File: src/include/raw10_macros.svh
`ifndef RAW10_MACROS_SVH
`define RAW10_MACROS_SVH

`define RAW10_IN_W      32
`define RAW10_GRP_W     40
`define RAW10_PIX_W     10
`define RAW10_BLACK_W   10

`define RAW10_AXIL_AW   8
`define RAW10_AXIL_DW   32
`define RAW10_RESP_OKAY 2'b00

`define RAW10_REG_CTRL  8'h00 // bit 0 is enable.
`define RAW10_REG_BLACK 8'h04
`define RAW10_REG_LINES 8'h08 // write clears.

`endif
File: src/hdl/raw10_pkg.sv
`include "raw10_macros.svh"

package raw10_pkg;

  typedef struct packed {
    logic [`RAW10_IN_W-1:0] data;
    logic                   last;
  } in_beat_t;

  // byte view for the gearbox, pixel view for the unpacker.
  typedef union packed {
    logic [`RAW10_GRP_W/8-1:0][7:0] bytes;
    struct packed {
      logic [7:0]                     lsb; // pixel k in bits 2k+1:2k.
      logic [`RAW10_GRP_W/8-2:0][7:0] msb;
    } raw;
  } grp_u;

  typedef struct packed {
    grp_u grp;
    logic last;
  } grp_beat_t;

  typedef struct packed {
    logic [`RAW10_PIX_W-1:0] pix;
    logic                    last;
  } pix_beat_t;

  typedef struct packed {
    logic                      en;
    logic [`RAW10_BLACK_W-1:0] black;
  } cfg_t;

  typedef struct packed {
    logic                      awvalid;
    logic [`RAW10_AXIL_AW-1:0] awaddr;
    logic                      wvalid;
    logic [`RAW10_AXIL_DW-1:0] wdata;
    logic [`RAW10_AXIL_DW/8-1:0] wstrb;
    logic                      bready;
    logic                      arvalid;
    logic [`RAW10_AXIL_AW-1:0] araddr;
    logic                      rready;
  } axil_req_t;

  typedef struct packed {
    logic                      awready;
    logic                      wready;
    logic                      bvalid;
    logic [1:0]                bresp;
    logic                      arready;
    logic                      rvalid;
    logic [`RAW10_AXIL_DW-1:0] rdata;
    logic [1:0]                rresp;
  } axil_rsp_t;

endpackage

File: src/hdl/raw10_rx_top.sv
module raw10_rx_top (
  input  logic                 clk_i,
  input  logic                 rst_i,
  input  raw10_pkg::axil_req_t axil_i,
  output raw10_pkg::axil_rsp_t axil_o,
  input  raw10_pkg::in_beat_t  in_i,
  input  logic                 in_valid_i,
  output logic                 in_ready_o,
  output raw10_pkg::pix_beat_t pix_o,
  output logic                 pix_valid_o,
  input  logic                 pix_ready_i
);

  raw10_pkg::cfg_t      cfg;
  raw10_pkg::grp_beat_t grp;
  logic                 grp_valid;
  logic                 grp_ready;
  logic                 line_done;

  raw10_csr raw10_csr_i (
    .clk_i       (clk_i),
    .rst_i       (rst_i),
    .axil_i      (axil_i),
    .axil_o      (axil_o),
    .cfg_o       (cfg),
    .line_done_i (line_done)
  );

  raw10_gearbox raw10_gearbox_i (
    .clk_i       (clk_i),
    .rst_i       (rst_i),
    .in_i        (in_i),
    .in_valid_i  (in_valid_i),
    .in_ready_o  (in_ready_o),
    .out_o       (grp),
    .out_valid_o (grp_valid),
    .out_ready_i (grp_ready)
  );

  raw10_unpacker raw10_unpacker_i (
    .clk_i       (clk_i),
    .rst_i       (rst_i),
    .cfg_i       (cfg),
    .in_i        (grp),
    .in_valid_i  (grp_valid),
    .in_ready_o  (grp_ready),
    .pix_o       (pix_o),
    .pix_valid_o (pix_valid_o),
    .pix_ready_i (pix_ready_i),
    .line_done_o (line_done)
  );

endmodule

File: src/hdl/raw10_csr.sv
`include "raw10_macros.svh"

module raw10_csr (
  input  logic                 clk_i,
  input  logic                 rst_i,
  input  raw10_pkg::axil_req_t axil_i,
  output raw10_pkg::axil_rsp_t axil_o,
  output raw10_pkg::cfg_t      cfg_o,
  input  logic                 line_done_i
);

  logic                      awready_q;
  logic                      bvalid_q;
  logic                      arready_q;
  logic                      rvalid_q;
  logic                      wr_go;
  logic                      rd_go;
  logic                      wr_ctrl;
  logic                      wr_black;
  logic                      wr_lines;
  logic                      en_q;
  logic [`RAW10_BLACK_W-1:0] black_q;
  logic [`RAW10_AXIL_DW-1:0] lines_q;
  logic [`RAW10_AXIL_DW-1:0] rdata_d;
  logic [`RAW10_AXIL_DW-1:0] rdata_q;

  assign wr_go = axil_i.awvalid && axil_i.wvalid && !awready_q && !bvalid_q;
  assign rd_go = axil_i.arvalid && !arready_q && !rvalid_q;

  always_ff @(posedge clk_i, posedge rst_i)
    if (rst_i)
    begin
      awready_q <= 1'b0;
      arready_q <= 1'b0;
      bvalid_q  <= 1'b0;
      rvalid_q  <= 1'b0;
    end
    else
    begin
      awready_q <= wr_go; // one-cycle pulse.
      arready_q <= rd_go;
      if (awready_q)
        bvalid_q <= 1'b1;
      else if (axil_i.bready)
        bvalid_q <= 1'b0;
      if (arready_q)
        rvalid_q <= 1'b1;
      else if (axil_i.rready)
        rvalid_q <= 1'b0;
    end

  assign wr_ctrl  = awready_q && axil_i.awaddr == `RAW10_REG_CTRL;
  assign wr_black = awready_q && axil_i.awaddr == `RAW10_REG_BLACK;
  assign wr_lines = awready_q && axil_i.awaddr == `RAW10_REG_LINES;

  always_ff @(posedge clk_i, posedge rst_i)
    if (rst_i)
    begin
      en_q    <= 1'b0;
      black_q <= '0;
      lines_q <= '0;
    end
    else
    begin
      if (wr_ctrl && axil_i.wstrb[0])
        en_q <= axil_i.wdata[0];
      if (wr_black && axil_i.wstrb[0])
        black_q[7:0] <= axil_i.wdata[7:0];
      if (wr_black && axil_i.wstrb[1])
        black_q[`RAW10_BLACK_W-1:8] <= axil_i.wdata[`RAW10_BLACK_W-1:8];
      if (wr_lines)
        lines_q <= '0; // clear wins over a line end.
      else if (line_done_i)
        lines_q <= lines_q + 1'b1;
    end

  always_comb
  begin
    case (axil_i.araddr)
      `RAW10_REG_CTRL:  rdata_d = {{(`RAW10_AXIL_DW-1){1'b0}}, en_q};
      `RAW10_REG_BLACK: rdata_d = {{(`RAW10_AXIL_DW-`RAW10_BLACK_W){1'b0}}, black_q};
      `RAW10_REG_LINES: rdata_d = lines_q;
      default:          rdata_d = '0;
    endcase
  end

  always_ff @(posedge clk_i)
    if (arready_q)
      rdata_q <= rdata_d;

  assign axil_o.awready = awready_q;
  assign axil_o.wready  = awready_q;
  assign axil_o.bvalid  = bvalid_q;
  assign axil_o.bresp   = `RAW10_RESP_OKAY;
  assign axil_o.arready = arready_q;
  assign axil_o.rvalid  = rvalid_q;
  assign axil_o.rdata   = rdata_q;
  assign axil_o.rresp   = `RAW10_RESP_OKAY;

  assign cfg_o.en    = en_q;
  assign cfg_o.black = black_q;

  a_one_write: assert property (@(posedge clk_i) disable iff (rst_i)
    axil_o.awready |-> !axil_o.bvalid ##1 axil_o.bvalid);

endmodule

File: src/hdl/raw10_unpacker.sv
`include "raw10_macros.svh"

module raw10_unpacker (
  input  logic                 clk_i,
  input  logic                 rst_i,
  input  raw10_pkg::cfg_t      cfg_i,
  input  raw10_pkg::grp_beat_t in_i,
  input  logic                 in_valid_i,
  output logic                 in_ready_o,
  output raw10_pkg::pix_beat_t pix_o,
  output logic                 pix_valid_o,
  input  logic                 pix_ready_i,
  output logic                 line_done_o
);

  raw10_pkg::grp_u         grp_q;
  logic                    last_q;
  logic                    full_q;
  logic [1:0]              idx_q;
  logic                    send;
  logic                    send_end;
  logic                    take;
  logic [7:0]              msb;
  logic [1:0]              lsb;
  logic [`RAW10_PIX_W-1:0] raw;
  logic [`RAW10_PIX_W:0]   diff;

  assign send       = full_q && pix_ready_i;
  assign send_end   = send && idx_q == 2'd3;
  assign in_ready_o = cfg_i.en && (!full_q || send_end); // reload behind pixel 3.
  assign take       = in_valid_i && in_ready_o;

  always_ff @(posedge clk_i, posedge rst_i)
    if (rst_i)
    begin
      full_q <= 1'b0;
      idx_q  <= 2'd0;
    end
    else if (take)
    begin
      full_q <= 1'b1;
      idx_q  <= 2'd0;
    end
    else if (send)
    begin
      if (idx_q == 2'd3)
        full_q <= 1'b0;
      idx_q <= idx_q + 2'd1;
    end

  always_ff @(posedge clk_i)
    if (take)
    begin
      grp_q  <= in_i.grp;
      last_q <= in_i.last;
    end

  assign msb  = grp_q.raw.msb[idx_q];
  assign lsb  = grp_q.raw.lsb[{idx_q, 1'b0} +: 2];
  assign raw  = {msb, lsb};
  assign diff = {1'b0, raw} - {1'b0, cfg_i.black}; // top bit set means below black.

  assign pix_o.pix   = diff[`RAW10_PIX_W] ? '0 : diff[`RAW10_PIX_W-1:0];
  assign pix_o.last  = last_q && idx_q == 2'd3;
  assign pix_valid_o = full_q;
  assign line_done_o = send && pix_o.last;

  // a group taken with last ends the line on its fourth pixel transfer.
  a_line_done: assert property (@(posedge clk_i) disable iff (rst_i)
    take && in_i.last |=> (pix_valid_o && pix_ready_i)[->4] ##0 line_done_o);

endmodule

File: src/hdl/raw10_gearbox.sv
module raw10_gearbox (
  input  logic                 clk_i,
  input  logic                 rst_i,
  input  raw10_pkg::in_beat_t  in_i,
  input  logic                 in_valid_i,
  output logic                 in_ready_o,
  output raw10_pkg::grp_beat_t out_o,
  output logic                 out_valid_o,
  input  logic                 out_ready_i
);

  typedef enum logic [2:0] {
    W0_S,
    W1_S,
    W2_S,
    W3_S,
    W4_S
  } state_t;

  state_t           state_q;
  state_t           state_d;
  logic [3:0][7:0]  cur;
  logic [3:0][7:0]  prev_q;
  raw10_pkg::grp_u  grp_q;
  logic             last_q;
  logic             acc;

  assign in_ready_o = out_ready_i;
  assign acc        = in_valid_i && in_ready_o;
  assign cur        = in_i.data;

  always_ff @(posedge clk_i, posedge rst_i)
    if (rst_i)
      state_q <= W0_S;
    else
      state_q <= state_d;

  always_comb
  begin
    state_d = state_q;
    if (acc)
    begin
      case (state_q)
        W0_S: state_d = W1_S;
        W1_S: state_d = in_i.last ? W0_S : W2_S; // short line restarts.
        W2_S: state_d = in_i.last ? W0_S : W3_S;
        W3_S: state_d = in_i.last ? W0_S : W4_S;
        W4_S: state_d = W0_S;
        default: state_d = W0_S;
      endcase
    end
  end

  always_ff @(posedge clk_i)
    if (acc)
      prev_q <= cur;

  // five words carry four groups, one per word after the first.
  always_ff @(posedge clk_i)
    if (acc)
    begin
      last_q <= in_i.last;
      case (state_q)
        W0_S: grp_q.bytes[3:0] <= cur;
        W1_S: grp_q.bytes[4]   <= cur[0];
        W2_S: grp_q.bytes      <= {cur[1:0], prev_q[3:1]};
        W3_S: grp_q.bytes      <= {cur[2:0], prev_q[3:2]};
        W4_S: grp_q.bytes      <= {cur, prev_q[3]};
        default: grp_q.bytes   <= grp_q.bytes;
      endcase
    end

  always_ff @(posedge clk_i, posedge rst_i)
    if (rst_i)
      out_valid_o <= 1'b0;
    else if (acc && state_q != W0_S)
      out_valid_o <= 1'b1;
    else if (out_ready_i)
      out_valid_o <= 1'b0;

  assign out_o.grp  = grp_q;
  assign out_o.last = last_q;

  a_out_stable: assert property (@(posedge clk_i) disable iff (rst_i)
    out_valid_o && !out_ready_i |=> out_valid_o && $stable(out_o));

endmodule

File: config.mk
export PLATFORM = sky130hd
export DESIGN_NAME = raw10_rx_top
export DESIGN_NICKNAME = d
export VERILOG_FILES = /design/src/hdl/raw10_pkg.sv /design/src/hdl/raw10_rx_top.sv /design/src/hdl/raw10_csr.sv /design/src/hdl/raw10_unpacker.sv /design/src/hdl/raw10_gearbox.sv
export VERILOG_INCLUDE_DIRS = /design/src /design/src/include
export SDC_FILE = /design/constraint.sdc
export NUM_CORES = 1
export LEC_CHECK = 0
export BUFFER_PORTS_ARGS = -buffer_cell sky130_fd_sc_hd__clkbuf_2
export CORE_MARGIN = 5
export CORE_UTILIZATION = 61
export DETAILED_ROUTE_END_ITERATION = 8
export PLACE_DENSITY = 0.86
export SKIP_CTS_REPAIR_TIMING = 1
export SLEW_MARGIN = 25
export SYNTH_ARGS = -nofsm -noshare
export SYNTH_HDL_FRONTEND = slang
export SYNTH_SLANG_ARGS = --single-unit
File: constraint.sdc
create_clock -name clk_i -period 5.21 [get_ports clk_i]
set_input_delay 0.7815 -clock clk_i [delete_from_list [all_inputs] [get_ports clk_i]]
set_output_delay 0.7815 -clock clk_i [all_outputs]
set_load 0.1 [all_outputs]
==> out/qor.txt <==
pwr dens: 446.1 nW/um^2
Core Box Area: 14370 um^2
post-synthesis cell type count: 55
VDD IR max: 0.5250 mV
fmax: 0.2165 GHz
CP Capture Type: output pin
cell accounting for the most synthesized area: edfxtp_1
multi-input logic area: 3132 um^2
LEAKAGE: 4.103 nW
Mapped Cells: 672
Worst setup SP type: register
# DRC: 0
wire length on met3: 1090 um
wirelength, routed: 17420 um
largest cells by area after synthesis: edfxtp_1 47%, dfrtp_1 15%, mux2i_1 4.9%
Max-slew headroom: 36.50%
r2r worst-path depth: 5
Syn Area/Cell: 13.16 um^2
share of the synthesized area in the top cell type: 46.85%
Hold Crit Depth: 0
Syn. warnings: 0
CP Max Fanout: 9
Final GP Congestion: 0.8759
arrival time worst endpoint: 3.84 ns
Root Driver: clkbuf_16
layout cells sized above 1: 26.57%
M1 WL: 7223 um
Max clock buf depth: 2
GRT Total Usage: 22.10%
Starting Density: 61.56%
Mapped Area: 8845 um^2
area occupied by registers: 5497 um^2
Worst Tran Pin Value: 0.9525 ns
Layout area overhead: 15.41%
unrepaired setup endpoints after global routing: no
die width: 130.4 um
WP data required: 4.43 ns
CTS tree: done
final-report hold violation count: 0
pin count of the biggest net entering global routing: 55
fin crit period: 4.619 ns
met2 wire length: 8813 um
Setup TNS: 0 ns
final-layout fill cell count: 928
1st-iter DRT viols: 476
die footprint: 17010 um^2
clock-pin slew on the worst setup and hold paths: 0.07 ns
Clock Skew: 0.009010 ns
global-route wire length before repair: 29110 um
Clock Latency Late Sink: 0.43 ns
# nets final: 892
H-tree levels: 4
clock buffer count from CTS: 17
# Max-Cap Violations: 0
drt first pass iters: 5
routed len/inst: 17.74 um
Ports: 148
Total Power: 0.004553 W
Post-synth ARST share: 28.13%
top-count cell post-synth: edfxtp_1
initial antenna violation count: 0
vias in the first global route: 5821
worst setup path class: register to output pin
status: completed
Post-synth EDFFs: 138
fin util: 71.04%
worst hold path class: register to register
Final HPWL DP: 12660 um
Vias: 5705
Slew Viols, Final: 0
Routed Antenna Nets: 0
# diodes: 0
Clock Sinks: 192
Die Span Y: 130.4 um
PortBufs: 119
drt via density: 5.810
#FFs+latches synth: 192
FP Rows: 44
Remaining Overflow, GRT: 0
sequential fraction of the synthesis area: 62.13%
final period utilization: 88.66%
Final setup violation count: 0
top_reg_cell synth: edfxtp_1
Synth top cells by count: 138 x edfxtp_1, 65 x nor2_1, 62 x nand2_1, 54 x dfrtp_1, 43 x mux2i_1
Max Used Layer: met4
[where the power goes]
| group | leakage [nW] | total (W) | switching (W) | internal, W |
|---|---|---|---|---|
| Sequential | 1.99 | 0.00174 | 0.0000513 | 0.00169 |
| Combinational | 1.81 | 0.00151 | 0.00116 | 0.000350 |
| Clock | 0.296 | 0.00130 | 0.000581 | 0.000723 |
[final timing paths]
path | start | endpoint | slack [ns]
min in group asynchronous | rst_i | raw10_gearbox_i.state_q[2] | 0.43
min reg2reg | raw10_gearbox_i.grp_q[1] | raw10_unpacker_i.grp_q[1] | 0.42
min | raw10_gearbox_i.grp_q[1] | raw10_unpacker_i.grp_q[1] | 0.42
max in group asynchronous | rst_i | raw10_gearbox_i.state_q[0] | 4.31
max | raw10_unpacker_i.idx_q[0] | pix_o[10] | 0.59
max reg2reg | raw10_unpacker_i.idx_q[1] | raw10_gearbox_i.grp_q[17] | 2.41
[critical path: stages, from the launching register on]
cell      delay (ns)
dfrtp_1         0.64
buf_4           0.25
mux4_2          0.51
ha_1            0.36
a21oi_1         0.22
nand2b_1        0.18
a211oi_1        0.08
nor2_1          0.52
o32ai_2         0.23
clkbuf_2        0.41
[area by class of cell]
type / instances / share of cell area, %
flip-flops and latches: 192 / 53.85
multi-input cells: 423 / 30.68
repair buffers: 127 / 6.423
clock buffers: 17 / 4.168
well taps: 184 / 2.255
clock inverters: 15 / 1.716
inverters: 24 / 0.9071
[sequential cells by signal, indices dropped and copies added, names as in the netlist]
| signal | flops |
|---|---|
| raw10_gearbox_i.grp_q | 40 |
| raw10_unpacker_i.pix_valid_o | 1 |
| raw10_csr_i.bvalid_q | 1 |
| raw10_unpacker_i.grp_q | 40 |
| raw10_gearbox_i.state_q | 3 |
| raw10_csr_i.rvalid_q | 1 |
| raw10_csr_i.black_q | 10 |
| raw10_gearbox_i.prev_q | 24 |
| raw10_gearbox_i.out_valid_o | 1 |
| raw10_csr_i.awready_q | 1 |
| raw10_csr_i.rdata_q | 32 |
| raw10_unpacker_i.last_q | 1 |
| raw10_gearbox_i.last_q | 1 |
| raw10_csr_i.arready_q | 1 |
| raw10_csr_i.lines_q | 32 |
| raw10_unpacker_i.idx_q | 2 |
| raw10_csr_i.en_q | 1 |
[per-layer routing]
metal,track usage (%),vias up
met5,0,-
met4,7.320,0
met3,4.472,27
met2,37.81,205
met1,28.61,2752
li1,-,2721
[kinds of logic (layout without fill, tap and decap cells)]
logic type | count (synthesis) | count (layout) | share of synthesized area, %
xor gates and xnor gates | 34 | 34 | 3.367
buffers and inverters | 60 | 183 | 2.971
other | 1 | 4 | 0.04240
muxes | 65 | 65 | 8.940
DFF | 192 | 192 | 62.13
adders and majority gates | 13 | 13 | 1.924
AOI/OAI and AO/OA | 81 | 81 | 7.639
and+or+nand+nor | 226 | 226 | 12.99
[cell usage in the layout, fill, tap and decap left out, types with 16 or more instances in the layout]
master | synthesis | layout
edfxtp_1 | 138 | 138
mux2i_1 | 43 | 43
clkbuf_16 | 0 | 17
o211ai_1 | 16 | 16
nand2_1 | 62 | 62
xor2_1 | 23 | 23
and2_1 | 26 | 26
nand3_1 | 18 | 18
nor2_1 | 65 | 63
dfrtp_1 | 54 | 53
inv_1 | 24 | 23
clkbuf_2 | 0 | 119
o221a_2 | 16 | 16
[metrics by stage]
step	hold WS [ns]	setup WS [ns]	area, um^2	std cells
6_report	0.4174	0.5907	10210	982
5_1_grt	0.4274	0.2944	10210	982
4_1_cts	0.4176	0.5243	10190	982
3_5_place_dp	0.4045	0.9967	9593	950
3_3_place_gp	0.4041	1.064	9590	950
2_1_floorplan	0.4003	0.05649	8864	675
Power figures use the tool's default switching activity.
